==> src/hdl/uart_pkg.sv <==
/*
 * Shared definitions for the UART: address map, widths and the layout of the
 * control/status and data words. Modules take it by wildcard import.
 */
package uart_pkg;

    // address map --------------------------------------------------------
    localparam logic [31:0] uart_base_c      = 32'hffff_ffa0; // register pair base
    localparam logic [31:0] uart_ctrl_addr_c = uart_base_c + 32'd0; // control/status
    localparam logic [31:0] uart_rtx_addr_c  = uart_base_c + 32'd4; // rx/tx data

    // widths and frame lengths -------------------------------------------
    localparam int unsigned data_w_c   = 8;  // character width
    localparam int unsigned baud_w_c   = 10; // baud divisor
    localparam int unsigned prsc_w_c   = 3;  // prescaler select
    localparam int unsigned clkgen_w_c = 8;  // prescaler tap bus
    localparam int unsigned tx_bits_c  = 11; // start + 8 data + stop + pause
    localparam int unsigned rx_bits_c  = 10; // start + 8 data + stop

    // control/status layout, msb first
    typedef struct packed {
        logic                tx_busy;   // 31
        logic                rx_over;   // 30
        logic [2:0]          rsvd_hi;   // 29..27
        logic [4:0]          irq_en;    // 26..22, same order as 20..16
        logic                tx_full;   // 21
        logic                tx_nhalf;  // 20
        logic                tx_empty;  // 19
        logic                rx_full;   // 18
        logic                rx_half;   // 17
        logic                rx_nempty; // 16
        logic [baud_w_c-1:0] baud;      // 15..6
        logic [prsc_w_c-1:0] prsc;      // 5..3
        logic                hwfc_en;   // 2
        logic                rsvd_lo;   // 1, formerly sim mode
        logic                enable;    // 0
    } ctrl_word_t;

    typedef struct packed {
        logic [31-data_w_c:0] zero; // always reads zero
        logic [data_w_c-1:0]  data; // received byte / byte to send
    } rtx_word_t;

    // one bus word, decoded by address
    typedef union packed {
        ctrl_word_t ctrl;
        rtx_word_t  rtx;
    } bus_word_u;

endpackage

==> src/hdl/uart_fifo.sv <==
/*
 * Byte FIFO with synchronous read register and clear, used for RX and TX.
 * Writes when full and reads when empty are ignored.
 */
module uart_fifo #(
    parameter int DEPTH = 4 // power of two, min 1
) (
    input  logic                          clk_i,
    input  logic                          rstn_i,
    input  logic                          clear_i,
    input  logic                          we_i,
    input  logic [uart_pkg::data_w_c-1:0] wdata_i,
    input  logic                          re_i,
    output logic [uart_pkg::data_w_c-1:0] rdata_o,
    output logic                          free_o,
    output logic                          avail_o,
    output logic                          half_o
);
    localparam int lw_c   = $clog2(DEPTH) + 1;              // level counter width
    localparam int iw_c   = (DEPTH > 1) ? $clog2(DEPTH) : 1; // index width
    localparam int half_c = (DEPTH > 1) ? DEPTH / 2 : 1;     // depth 1 -> full

    logic [uart_pkg::data_w_c-1:0] mem [DEPTH];
    logic [iw_c-1:0]               w_idx, r_idx;
    logic [lw_c-1:0]               lvl;   // entries stored
    logic                          we_ok, re_ok;

    if ((DEPTH < 1) || ((DEPTH & (DEPTH - 1)) != 0)) begin : g_depth_check
        $error("uart fifo depth has to be a power of two");
    end

    assign we_ok   = we_i & free_o;
    assign re_ok   = re_i & avail_o;
    assign free_o  = (lvl != lw_c'(DEPTH));
    assign avail_o = (lvl != '0);
    assign half_o  = (lvl >= lw_c'(half_c));

    always_ff @(posedge clk_i or negedge rstn_i) begin
        if (!rstn_i) begin
            w_idx <= '0;
            r_idx <= '0;
            lvl   <= '0;
        end else if (clear_i) begin
            w_idx <= '0;
            r_idx <= '0;
            lvl   <= '0;
        end else begin
            if (we_ok) w_idx <= (w_idx == iw_c'(DEPTH - 1)) ? '0 : w_idx + 1'b1;
            if (re_ok) r_idx <= (r_idx == iw_c'(DEPTH - 1)) ? '0 : r_idx + 1'b1;
            case ({we_ok, re_ok})
                2'b10:   lvl <= lvl + 1'b1;
                2'b01:   lvl <= lvl - 1'b1;
                default: lvl <= lvl; // both or none
            endcase
        end
    end

    always_ff @(posedge clk_i) begin
        if (we_ok) mem[w_idx] <= wdata_i;
        if (re_ok) rdata_o <= mem[r_idx]; // held until next pop
    end

    a_level : assert property (@(posedge clk_i) disable iff (!rstn_i) lvl <= DEPTH);

endmodule

==> src/hdl/uart_regs.sv <==
/*
 * Register block: decodes the two word addresses, holds the control register,
 * forms the FIFO strobes and returns the read word two cycles after a read.
 */
module uart_regs (
    input  logic                          clk_i,
    input  logic                          rstn_i,
    input  logic [31:0]                   addr_i,
    input  logic                          rden_i,
    input  logic                          wren_i,
    input  logic [31:0]                   data_i,
    output logic [31:0]                   data_o,
    output logic                          ack_o,
    input  logic [uart_pkg::clkgen_w_c-1:0] clkgen_i,
    input  logic                          tx_free_i,
    input  logic                          tx_avail_i,
    input  logic                          tx_half_i,
    input  logic                          tx_busy_i,
    input  logic                          rx_free_i,
    input  logic                          rx_avail_i,
    input  logic                          rx_half_i,
    input  logic [uart_pkg::data_w_c-1:0] rx_rdata_i,
    input  logic                          rx_over_i,
    output logic                          clkgen_en_o,
    output logic                          enable_o,
    output logic                          hwfc_en_o,
    output logic [uart_pkg::baud_w_c-1:0] baud_o,
    output logic                          tick_o,
    output logic [4:0]                    irq_en_o,
    output logic                          tx_we_o,
    output logic [uart_pkg::data_w_c-1:0] tx_wdata_o,
    output logic                          rx_re_o
);
    import uart_pkg::*;

    logic                is_ctrl, is_rtx; // word address hits
    logic                wren, rden;      // decoded strobes
    logic                rden_ff;         // read pending, fifo data arrives
    logic                rd_ctrl_ff;      // pending read targets ctrl
    logic                enable_q, hwfc_q;
    logic [prsc_w_c-1:0] prsc_q;
    logic [baud_w_c-1:0] baud_q;
    logic [4:0]          irq_en_q;
    bus_word_u           wr_word, rd_word;

    // decode ----------------------------------------------------
    assign is_ctrl = (addr_i[31:2] == uart_ctrl_addr_c[31:2]);
    assign is_rtx  = (addr_i[31:2] == uart_rtx_addr_c[31:2]);
    assign wren    = wren_i & (is_ctrl | is_rtx);
    assign rden    = rden_i & (is_ctrl | is_rtx);
    assign wr_word = data_i;

    always_ff @(posedge clk_i or negedge rstn_i) begin
        if (!rstn_i) begin
            enable_q <= 1'b0;
            hwfc_q   <= 1'b0;
            prsc_q   <= '0;
            baud_q   <= '0;
            irq_en_q <= '0;
        end else if (wren_i && is_ctrl) begin
            enable_q <= wr_word.ctrl.enable;
            hwfc_q   <= wr_word.ctrl.hwfc_en;
            prsc_q   <= wr_word.ctrl.prsc;
            baud_q   <= wr_word.ctrl.baud;
            irq_en_q <= wr_word.ctrl.irq_en;
        end
    end

    assign enable_o    = enable_q;
    assign clkgen_en_o = enable_q;         // prescaler runs only when enabled
    assign tick_o      = clkgen_i[prsc_q]; // selected tap is the bit tick
    assign hwfc_en_o   = hwfc_q;
    assign baud_o      = baud_q;
    assign irq_en_o    = irq_en_q;
    assign tx_we_o     = wren_i & is_rtx;
    assign tx_wdata_o  = wr_word.rtx.data;
    assign rx_re_o     = rden_i & is_rtx; // pop, data valid next cycle

    // read word ---------------------------------------------------
    always_comb begin
        rd_word = '0;
        if (rd_ctrl_ff) begin
            rd_word.ctrl.enable    = enable_q;
            rd_word.ctrl.hwfc_en   = hwfc_q;
            rd_word.ctrl.prsc      = prsc_q;
            rd_word.ctrl.baud      = baud_q;
            rd_word.ctrl.rx_nempty = rx_avail_i;
            rd_word.ctrl.rx_half   = rx_half_i;
            rd_word.ctrl.rx_full   = ~rx_free_i;
            rd_word.ctrl.tx_empty  = ~tx_avail_i;
            rd_word.ctrl.tx_nhalf  = ~tx_half_i;
            rd_word.ctrl.tx_full   = ~tx_free_i;
            rd_word.ctrl.irq_en    = irq_en_q;
            rd_word.ctrl.rx_over   = rx_over_i;
            rd_word.ctrl.tx_busy   = tx_busy_i | tx_avail_i; // engine or queue busy
        end else begin
            rd_word.rtx.data = rx_rdata_i;
        end
    end

    always_ff @(posedge clk_i or negedge rstn_i) begin
        if (!rstn_i) begin
            rden_ff    <= 1'b0;
            rd_ctrl_ff <= 1'b0;
            ack_o      <= 1'b0;
            data_o     <= '0;
        end else begin
            rden_ff    <= rden;
            rd_ctrl_ff <= is_ctrl;
            ack_o      <= wren | rden_ff; // write +1, read +2
            data_o     <= rden_ff ? rd_word : '0;
        end
    end

    // a push while enabled is acknowledged and lands in the tx fifo
    a_tx_we_ack : assert property (@(posedge clk_i) disable iff (!rstn_i)
        (tx_we_o && enable_q) |=> (ack_o && tx_avail_i));
    // a pop returns two cycles later in the data layout
    a_rx_re_ack : assert property (@(posedge clk_i) disable iff (!rstn_i)
        rx_re_o |=> ##1 (ack_o && (data_o[31:data_w_c] == '0)));

endmodule

==> src/hdl/uart_tx.sv <==
/*
 * Transmit engine: idle, prepare and send states. Pops one byte from the TX
 * FIFO, waits for CTS under flow control and shifts the frame out LSB first.
 */
module uart_tx (
    input  logic                          clk_i,
    input  logic                          rstn_i,
    input  logic                          enable_i,
    input  logic                          hwfc_en_i,
    input  logic [uart_pkg::baud_w_c-1:0] baud_i,
    input  logic                          tick_i,
    input  logic                          avail_i,
    input  logic [uart_pkg::data_w_c-1:0] rdata_i,
    input  logic                          uart_cts_i,
    output logic                          re_o,
    output logic                          busy_o,
    output logic                          uart_txd_o
);
    import uart_pkg::*;

    localparam int         cnt_w_c   = $clog2(tx_bits_c + 1);
    localparam logic [1:0] st_idle_c = 2'b00;
    localparam logic [1:0] st_prep_c = 2'b01;
    localparam logic [1:0] st_send_c = 2'b11;

    logic [1:0]          state_q;
    logic [1:0]          cts_sync;  // two-stage, active low
    logic [baud_w_c-1:0] baudcnt;
    logic [cnt_w_c-1:0]  bitcnt;
    logic [data_w_c:0]   sreg;      // data + start bit

    always_ff @(posedge clk_i or negedge rstn_i) begin
        if (!rstn_i) begin
            state_q  <= st_idle_c;
            cts_sync <= 2'b11;
        end else begin
            cts_sync <= {cts_sync[0], uart_cts_i};
            case (state_q)
                st_idle_c: begin
                    baudcnt <= baud_i;
                    bitcnt  <= cnt_w_c'(tx_bits_c);
                    if (avail_i) state_q <= st_prep_c;
                end
                st_prep_c: begin
                    sreg <= {rdata_i, 1'b0}; // popped byte is valid now
                    if (!cts_sync[1] || !hwfc_en_i) state_q <= st_send_c;
                end
                st_send_c: begin
                    if (tick_i) begin
                        if (baudcnt == '0) begin // bit done
                            baudcnt <= baud_i;
                            bitcnt  <= bitcnt - 1'b1;
                            sreg    <= {1'b1, sreg[data_w_c:1]}; // fill with stop/pause
                        end else begin
                            baudcnt <= baudcnt - 1'b1;
                        end
                    end
                    if (bitcnt == '0) state_q <= st_idle_c;
                end
                default: state_q <= st_idle_c;
            endcase
            if (!enable_i) state_q <= st_idle_c; // disable aborts the frame
        end
    end

    assign re_o       = (state_q == st_idle_c) & avail_i & enable_i;
    assign busy_o     = (state_q != st_idle_c);
    assign uart_txd_o = (state_q == st_send_c) ? sreg[0] : 1'b1; // idles high

    // stop and pause bits keep the line high
    a_line_stop : assert property (@(posedge clk_i) disable iff (!rstn_i)
        ((state_q == st_send_c) && (bitcnt < 3)) |-> uart_txd_o);

endmodule

==> src/hdl/uart_rx.sv <==
/*
 * Receive engine: synchronizes the line, detects the start edge and samples
 * ten bits in the middle of each bit time. done_o pulses with a valid byte.
 */
module uart_rx (
    input  logic                          clk_i,
    input  logic                          rstn_i,
    input  logic                          enable_i,
    input  logic [uart_pkg::baud_w_c-1:0] baud_i,
    input  logic                          tick_i,
    input  logic                          uart_rxd_i,
    output logic                          done_o,
    output logic [uart_pkg::data_w_c-1:0] byte_o
);
    import uart_pkg::*;

    localparam int cnt_w_c = $clog2(rx_bits_c + 1);

    logic                 busy_q;   // receiving a frame
    logic                 done_q;
    logic [2:0]           sync;     // [2] newest, [1:0] on ticks
    logic [baud_w_c-1:0]  baudcnt;
    logic [cnt_w_c-1:0]   bitcnt;
    logic [rx_bits_c-1:0] sreg;     // stop, data, start

    always_ff @(posedge clk_i or negedge rstn_i) begin
        if (!rstn_i) begin
            busy_q <= 1'b0;
            done_q <= 1'b0;
            sync   <= 3'b111; // line idles high
        end else begin
            sync[2] <= uart_rxd_i;
            if (tick_i) begin
                sync[1] <= sync[2];
                sync[0] <= sync[1];
            end
            done_q <= 1'b0;

            if (!busy_q) begin
                baudcnt <= {1'b0, baud_i[baud_w_c-1:1]}; // half bit to mid-sample
                bitcnt  <= cnt_w_c'(rx_bits_c);
                if (sync[1:0] == 2'b01) busy_q <= 1'b1; // falling edge = start
            end else begin
                if (tick_i) begin
                    if (baudcnt == '0) begin // sample point
                        baudcnt <= baud_i;
                        bitcnt  <= bitcnt - 1'b1;
                        sreg    <= {sync[2], sreg[rx_bits_c-1:1]};
                    end else begin
                        baudcnt <= baudcnt - 1'b1;
                    end
                end
                if (bitcnt == '0) begin // all ten bits in
                    done_q <= 1'b1;
                    busy_q <= 1'b0;
                end
            end

            if (!enable_i) begin
                busy_q <= 1'b0;
                done_q <= 1'b0;
            end
        end
    end

    assign done_o = done_q;
    assign byte_o = sreg[data_w_c:1]; // drop start and stop

    a_done_pulse : assert property (@(posedge clk_i) disable iff (!rstn_i)
        done_o |=> !done_o);

endmodule

==> src/hdl/uart_status.sv <==
/*
 * Status logic: registered RX/TX interrupts from FIFO levels, RTS under
 * flow control and the sticky RX overrun flag.
 */
module uart_status (
    input  logic       clk_i,
    input  logic       rstn_i,
    input  logic       enable_i,
    input  logic       hwfc_en_i,
    input  logic [4:0] irq_en_i,  // rx nempty/half/full, tx empty/nhalf
    input  logic       rx_done_i,
    input  logic       rx_re_i,
    input  logic       rx_free_i,
    input  logic       rx_avail_i,
    input  logic       rx_half_i,
    input  logic       tx_avail_i,
    input  logic       tx_half_i,
    output logic       irq_rx_o,
    output logic       irq_tx_o,
    output logic       uart_rts_o,
    output logic       rx_over_o
);

    always_ff @(posedge clk_i or negedge rstn_i) begin
        if (!rstn_i) begin
            irq_rx_o   <= 1'b0;
            irq_tx_o   <= 1'b0;
            uart_rts_o <= 1'b0;
            rx_over_o  <= 1'b0;
        end else begin
            irq_rx_o <= enable_i & ((irq_en_i[0] & rx_avail_i) |
                                    (irq_en_i[1] & rx_half_i)  |
                                    (irq_en_i[2] & ~rx_free_i));
            irq_tx_o <= enable_i & ((irq_en_i[3] & ~tx_avail_i) |
                                    (irq_en_i[4] & ~tx_half_i));
            // stop the remote side while disabled or short of space
            uart_rts_o <= hwfc_en_i & (~enable_i | rx_half_i);
            if (rx_re_i || !enable_i) begin
                rx_over_o <= 1'b0; // data read or disable clears
            end else if (rx_done_i && !rx_free_i) begin
                rx_over_o <= 1'b1; // byte lost at full fifo
            end
        end
    end

endmodule

==> src/hdl/uart_top.sv <==
/*
 * UART top level: register block, TX/RX FIFOs, bit engines and status logic.
 * FIFO depths are set here and passed down.
 */
module uart_top #(
    parameter int RX_FIFO_DEPTH = 4, // power of two, min 1
    parameter int TX_FIFO_DEPTH = 4  // power of two, min 1
) (
    input  logic                            clk_i,
    input  logic                            rstn_i,
    input  logic [31:0]                     addr_i,
    input  logic                            rden_i,
    input  logic                            wren_i,
    input  logic [31:0]                     data_i,
    output logic [31:0]                     data_o,
    output logic                            ack_o,
    output logic                            clkgen_en_o,
    input  logic [uart_pkg::clkgen_w_c-1:0] clkgen_i,
    output logic                            uart_txd_o,
    input  logic                            uart_rxd_i,
    output logic                            uart_rts_o,
    input  logic                            uart_cts_i,
    output logic                            irq_rx_o,
    output logic                            irq_tx_o
);
    import uart_pkg::*;

    logic                enable, hwfc_en, tick, rx_over;
    logic [baud_w_c-1:0] baud;
    logic [4:0]          irq_en;
    logic                tx_we, tx_re, tx_busy, tx_free, tx_avail, tx_half;
    logic                rx_re, rx_done, rx_free, rx_avail, rx_half;
    logic [data_w_c-1:0] tx_wdata, tx_rdata, rx_byte, rx_rdata;

    uart_regs regs_inst (
        .clk_i, .rstn_i, .addr_i, .rden_i, .wren_i, .data_i, .data_o, .ack_o,
        .clkgen_i, .clkgen_en_o,
        .tx_free_i (tx_free), .tx_avail_i (tx_avail), .tx_half_i (tx_half),
        .tx_busy_i (tx_busy), .rx_free_i (rx_free), .rx_avail_i (rx_avail),
        .rx_half_i (rx_half), .rx_rdata_i (rx_rdata), .rx_over_i (rx_over),
        .enable_o (enable), .hwfc_en_o (hwfc_en), .baud_o (baud), .tick_o (tick),
        .irq_en_o (irq_en), .tx_we_o (tx_we), .tx_wdata_o (tx_wdata), .rx_re_o (rx_re)
    );

    // data buffers, cleared while disabled ---------------------
    uart_fifo #(.DEPTH(TX_FIFO_DEPTH)) tx_fifo_inst (
        .clk_i, .rstn_i, .clear_i (~enable), .we_i (tx_we), .wdata_i (tx_wdata),
        .re_i (tx_re), .rdata_o (tx_rdata), .free_o (tx_free), .avail_o (tx_avail),
        .half_o (tx_half)
    );

    uart_fifo #(.DEPTH(RX_FIFO_DEPTH)) rx_fifo_inst (
        .clk_i, .rstn_i, .clear_i (~enable), .we_i (rx_done), .wdata_i (rx_byte),
        .re_i (rx_re), .rdata_o (rx_rdata), .free_o (rx_free), .avail_o (rx_avail),
        .half_o (rx_half)
    );

    uart_tx tx_inst (
        .clk_i, .rstn_i, .enable_i (enable), .hwfc_en_i (hwfc_en), .baud_i (baud),
        .tick_i (tick), .avail_i (tx_avail), .rdata_i (tx_rdata), .uart_cts_i,
        .re_o (tx_re), .busy_o (tx_busy), .uart_txd_o
    );

    uart_rx rx_inst (
        .clk_i, .rstn_i, .enable_i (enable), .baud_i (baud), .tick_i (tick),
        .uart_rxd_i, .done_o (rx_done), .byte_o (rx_byte)
    );

    uart_status status_inst (
        .clk_i, .rstn_i, .enable_i (enable), .hwfc_en_i (hwfc_en), .irq_en_i (irq_en),
        .rx_done_i (rx_done), .rx_re_i (rx_re), .rx_free_i (rx_free),
        .rx_avail_i (rx_avail), .rx_half_i (rx_half), .tx_avail_i (tx_avail),
        .tx_half_i (tx_half), .irq_rx_o, .irq_tx_o, .uart_rts_o, .rx_over_o (rx_over)
    );

endmodule

==> config.mk <==
export PLATFORM = sky130hd
export DESIGN_NAME = uart_top
export DESIGN_NICKNAME = d
export VERILOG_FILES = /design/src/hdl/uart_pkg.sv /design/src/hdl/uart_fifo.sv /design/src/hdl/uart_regs.sv /design/src/hdl/uart_tx.sv /design/src/hdl/uart_rx.sv /design/src/hdl/uart_status.sv /design/src/hdl/uart_top.sv
export SDC_FILE = /design/constraint.sdc
export NUM_CORES = 1
export LEC_CHECK = 0
export ABC_AREA = 1
export BUFFER_PORTS_ARGS = -buffer_cell sky130_fd_sc_hd__buf_2
export CORE_ASPECT_RATIO = 1.4
export CORE_UTILIZATION = 50
export CTS_CLUSTER_DIAMETER = 100
export DETAILED_ROUTE_END_ITERATION = 12
export PLACE_DENSITY = 0.76
export SYNTH_ARGS = -nofsm -noshare
export SYNTH_HDL_FRONTEND = slang
export SYNTH_SLANG_ARGS = --single-unit
==> constraint.sdc <==
create_clock -name clk_i -period 2.55 [get_ports clk_i]
set_clock_uncertainty 0.2 [all_clocks]
set_input_delay 0.1275 -clock clk_i [delete_from_list [all_inputs] [get_ports clk_i]]
set_output_delay 0.1275 -clock clk_i [all_outputs]
set_load 0.01 [all_outputs]
Word level (Yosys, flattened, before mapping)
Memory sizes are Yosys's and may differ from the RTL's. A register that Yosys moved wholly into a read port is not among the register bits.
Cells that the tools add are included.
Widths: inputs -> output; s select.

word-level totals
  flip-flop bits (word level) = 129
  RAM bits = 64
  bits of input ports = 78
  output and inout bits = 38
  logic and storage cells = 188
  memories = 2

memories
  memory            depth  bits a word  rd ports  clocked after memory_dff  write ports  RTL line         text
  rx_fifo_inst.mem  4      8            1         1                         1            uart_fifo.sv:23  logic [uart_pkg::data_w_c-1:0] mem [DEPTH];
  tx_fifo_inst.mem  4      8            1         1                         1            uart_fifo.sv:23

operators by class
  add/subtract/negate cells = 12
  order comparisons = 3
  equal/unequal tests = 27
  muxes and demuxes = 57
  bitwise gates (word level) = 30
  reduce and logical (&&, ||, !) cells = 25

operators by type and width
  operator               number
  $eq 30x30->1 const B   2
  $mux 10                4
  $mux 2                 17
  $mux 32                1
  $mux 9                 3
  $logic_not 10->1       2
  $pmux 10 s2            1
  $sub 10x1->10 const B  2
  $mux 19                1
  $and 1x1->1            18
  $pmux 9 s2             1
  $mux 1                 17
  $mux 4                 4
  $eq 2x2->1 const B     7
  $pmux 3 s2             2
  $reduce_and 4->1       3
  $ne 2x1->1 const B     5
  $ne 3x3->1 const B     3
  $add 2x1->2 const B    4
  $eq 2x1->1 const B     4
  $logic_not 4->1        2
  $pmux 4 s2             1
  $reduce_bool 2->1      4
  $sub 4x1->4 const B    2
  other kinds (20)       44

Longest topological paths before layout
  depth after elaboration = 7
  mapped depth = 16
  gate-level depth less buffers = 16

Cells and area by module
Synthesis repeated with hierarchy kept, for this count alone.

second synthesis, totals
  cells, all modules = 930
  area, all modules = 9387.8 µm²

by module, submodules not included
  module                    instances  cells each  area an instance (µm²)  sequential area each (µm²)
  uart_regs                 1          264         2289.7                  1301.2
  uart_fifo (tx_fifo_inst)  1          149         1934.4                  1376.3
  uart_fifo (rx_fifo_inst)  1          150         1905.6                  1376.3
  uart_rx                   1          186         1622.8                  819.5
  uart_tx                   1          158         1455.1                  793.3
  uart_status               1          22          176.4                   100.1
  uart_top                  1          1           3.8                     0.0

Worst setup path after synthesis
No wires, ideal clock.

  path type = register to register
  from = reg rx_inst.baudcnt[0]
  to = reg rx_inst.sreg[1] (enable)
  setup time = 0.387 ns
  arrival time = 2.001 ns
  required time = 1.963 ns
  slack = -0.038 ns
  cell stages (with the launch flop) = 8
  path buffers = 1
  clock period less this slack = 2.588 ns
  cells stage by stage = edfxtp_1 -> inv_1 -> ha_1 -> nand3_1 -> nor3_2 -> nand2_1 -> clkbuf_1 -> nor3_1

between the ends
  longest elaborated chain between the ends = 2

RTL lines
  element                     RTL line       text
  start, declared             uart_rx.sv:22  logic [baud_w_c-1:0] baudcnt;
  start signal, assigned      uart_rx.sv:40  baudcnt <= {1'b0, baud_i[baud_w_c-1:1]};
  start signal, assigned      uart_rx.sv:46  baudcnt <= baud_i;
  start signal, assigned      uart_rx.sv:50  baudcnt <= baudcnt - 1'b1;
  $logic_not 10->1            uart_rx.sv:45  if (baudcnt == '0) begin
  $reduce_and 4->1 (no line)  n/a
  end signal, assigned        uart_rx.sv:48  sreg <= {sync[2], sreg[rx_bits_c-1:1]};
  end, declared               uart_rx.sv:24  logic [rx_bits_c-1:0] sreg;

No other way between the ends.
A chain may end at the register's enable or synchronous reset.

Final worst setup path
  from = in addr_i[2]
  to = reg tx_fifo_inst.lvl[2]

between the ends
  longest elaborated chain between the ends = 6
  elaborated cells between the ends (all ways) = 8
  classes of those cells = 4 x eq/ne; 2 x mux; 2 x bitwise

RTL lines
  element                                          RTL line         text
  start, declared                                  uart_top.sv:11   input logic [31:0] addr_i,
  $eq 30x30->1 (*)                                 uart_regs.sv:48  assign is_rtx = (addr_i[31:2] == uart_rtx_addr_c[31:2]);
  $and 1x1->1 (*)                                  uart_regs.sv:75  assign tx_we_o = wren_i & is_rtx;
  $and 1x1->1 (*)                                  uart_fifo.sv:32  assign we_ok = we_i & free_o;
  $eq 2x1->1 / $eq 2x2->1 (equally long branches)  uart_fifo.sv:50  case ({we_ok, re_ok})
  $pmux 3 s2                                       uart_fifo.sv:50
  $mux 3                                           uart_fifo.sv:43  end else if (clear_i) begin
  end signal, assigned                             uart_fifo.sv:51  2'b10: lvl <= lvl + 1'b1;
  end signal, assigned                             uart_fifo.sv:52  2'b01: lvl <= lvl - 1'b1;
  end signal, assigned                             uart_fifo.sv:53  default: lvl <= lvl;
  end, declared                                    uart_fifo.sv:25  logic [lw_c-1:0] lvl;

Every way passes the cells marked *; elsewhere a longest branch is shown, timed or not.

==> impl_metrics.csv <==
group,metric,value,unit
run_status,outcome,"complete, no violations",
global_route,grt_pass1_wl,31.3,mm
timing,rsz0062_at_grt,"no",
setup_path,cp_max_fo,7,
clock_tree,cts_setup_buffers,0,
clock_tree,clock-root-buffer,"clkbuf_16",
pwr,p_per_area,638,nW/um2
setup_path,start_kind,"input port",
cells_and_area,diodes,0,
timing,tns,0,ps
synthesis,syn_inst,803,
setup_path,arrival,2510,ps
cells_and_area,area_delta_synth_final,21.8,%
place,preCtsSetupSlack,183,ps
place,gp_congestion,0.824,
detailed_routing,first_pass_iters,5,
die,die_h,160,um
global_route,grt_max_degree,51,
synthesis,ys_ff_latch,205,
global_route,antenna_found_initial,0,
synthesis,ys_top_cells_by_count,"edfxtp_1, inv_1, nor2_1, nand2_1, dfrtp_1",
timing,setup_slack,224,ps
detailed_routing,avgRoutedWirePerCell,15.6,um
setup_path,worst_ep_required_time,2730,ps
detailed_routing,ant_nets,0,
place,place_area,9750,um2
clock_tree,cts-buffers-inserted,21,
global_route,overflow,0,
clock_tree,clk_pin_slew_worst_paths,60,ps
timing,period_share,91.2,%
synthesis,ys_async_sr_fraction,38.5,%
place,numPortBuffers,99,
die,die_w,115,um
clock_tree,clk_latency,510,ps
setup_path,max_stage_delay,530,ps
die,coreArea,17300,um2
synthesis,synth_edf_count,126,
synthesis,ys_warn_count,0,
timing,finalHoldViolations,0,
timing,layout_min_cycle_time,2330,ps
detailed_routing,initialDrtViolationCount,399,
timing,max_slew_margin,56.4,%
synthesis,synth_most_common_cell,"edfxtp_1",
synthesis,netlist_area,8860,um2
die,dieArea,18300,um2
setup_path,cp.buffers_inverters,3,
synthesis,synth.distinct_cells,45,
setup_path,crit_top_cell,"nand2_1",
cells_and_area,utilization,62.3,%
clock_tree,cts_tree,"done",
place,dp_hpwl,13.0,mm
die,io-pin-count,116,
setup_path,path_delay_family,"simple AND/OR/NAND/NOR gates",
synthesis,synth_top_area_share,42.7,%
setup_path,slowest_stage,"dlygate4sd3_1",
timing,finalSetupViolCount,0,
timing,drv_slew,0,
synthesis,synth_largest_area_cell,"edfxtp_1",
run,maxCapViolCount,0,
detailed_routing,drt-vias-per-instance,5.13,
cells_and_area,design_area,10800,um2
die,rows,57,
pwr,irDropWorstVdd,0.000669,V
global_route,track_usage,22.1,%
synthesis,syn_avg_cell_area,11.0,um2
clock_tree,clkSinkCount,205,
clock_tree,cts_buffer_depth,3,
detailed_routing,num_vias,6237,
global_route,grt_pass1_vias,6397,
setup_path,end_kind,"register",
die,start_util,51.1,%
hold_path,hp-class,"in2reg",
cells_and_area,final_nets,1058,
clock_tree,hold_buffers,33,
clock_tree,post_cts_resized,0,
setup_path,timing_worst_setup_path_type,"in2reg",
pwr,p_leak,4.83,nW
synthesis,ys_seq_area_share,65.1,%
setup_path,crit_chain,"dlygate4sd3_1, buf_2, nand2_1, nor2_1, nand2_1, nor2_2, nand2_1, nor2_1, nand2_2, nand2_2, inv_1, fa_1, xor2_1, nand3_1, nand4_1, nand2_1",
timing,fmax,430,MHz
synthesis,synth.top_cells.by_area,"edfxtp_1, dfrtp_1, inv_1",
cells_and_area,drive_gt1_share,20.7,%
synthesis,ys.flop_type,"edfxtp_1",
clock_tree,htree_levels,1,
detailed_routing,drc_errors,0,
detailed_routing,wirelength,19.0,mm
timing,tightest_slew,653,ps
logic make-up after synthesis:
| family | Yosys count | synth area share [%] |
|---|---|---|
| other cells | 1 | 0.0423 |
| mux | 20 | 3.35 |
| simple gates | 280 | 13.4 |
| fa+ha+maj | 16 | 2.43 |
| buf+inv | 138 | 6.21 |
| compound gates | 132 | 8.39 |
| xor+xnor | 11 | 1.09 |
| flops | 205 | 65.1 |
metrics by stage:
stage	cells	hold WS [ps]	power [mW]
3_3_place_gp	1144	32.0	3.78
4_1_cts	1215	10.6	6.92
5_1_grt	1215	57.5	7.08
6_report	1215	23.4	6.88
3_5_place_dp	1144	36.5	3.79
2_1_floorplan	805	-368	3.68
tightest hold or removal path: stages:
cell and delay, ps:
buf_2 100, nor2_1 100, o211ai_1 110, nand2_2 170, o21ai_0 100
area by class of cell:
| type | instances | area [um2] |
|---|---|---|
| inverter | 116 | 435 |
| fill | 1351 | 6540 |
| timing repair buffer | 158 | 1020 |
| sequential | 205 | 5770 |
| multi-input combinational | 462 | 2560 |
| tap | 236 | 295 |
| clock inverter | 11 | 111 |
| clock buffer | 27 | 601 |
cells in the final DEF, fill, tap and decap left out, drive strengths merged:
cell	count
dfstp	5
o21a	1
xnor2	6
o31ai	2
a22oi	2
clkbuf	27
or2	7
nand3b	2
nand4	8
nor4	2
a31oi	1
a211oi	5
dfrtp	74
dlygate4sd3	33
a21oi	15
o211ai	9
ha	14
clkinv	8
or4	1
fa	2
buf	125
nand3	26
nor3	10
inv	117
nand2	110
mux2	20
conb	3
edfxtp	126
nor2	114
bufinv	2
o221ai	1
o21ai	72
o22ai	24
xor2	5
flip-flops by register name (all words and copies together) (netlist names), 9 cells and up:
| name | count |
|---|---|
| rx_inst.baudcnt | 10 |
| rx_fifo_inst.mem | 32 |
| regs_inst.baud_o | 10 |
| tx_inst.baudcnt | 10 |
| rx_inst.sreg | 9 |
| regs_inst.data_o | 29 |
| tx_inst.sreg | 9 |
| tx_fifo_inst.mem | 32 |
final timing paths:
kind	start	endpoint	slack (ps)	cells past startpoint
max	addr_i[2]	tx_fifo_inst.lvl[2]	220	16
min	clkgen_i[3]	rx_inst.sync[0]	20	5
max reg2reg	regs_inst.prsc_q[0]	tx_inst.sreg[2]	240	8
min reg2reg	tx_inst.cts_sync[0]	tx_inst.cts_sync[1]	170	0
max in group asynchronous	rstn_i	regs_inst.baud_o[2]	1540	3
min in group asynchronous	rstn_i	rx_inst.busy_q	80	3
report_power, final:
group | total (mW) | switching (mW) | internal [mW] | leakage [nW]
logic | 0.209 | 0.112 | 0.0974 | 2.23
clock network | 3.12 | 1.25 | 1.88 | 0.357
registers | 3.55 | 0.0141 | 3.54 | 2.24
total | 6.88 | 1.37 | 5.51 | 4.83
routing by layer:
| layer | track usage (%) | vias up | part of all wire, % |
|---|---|---|---|
| li1 | - | 3012 | - |
| met1 | 26.2 | 3008 | 39 |
| met2 | 39.5 | 166 | 53 |
| met3 | 3.08 | 51 | 4.1 |
| met4 | 9.56 | 0 | 3.9 |
| met5 | 0 | - | 0 |
No activity file was read; power rests on OpenSTA's default activity.
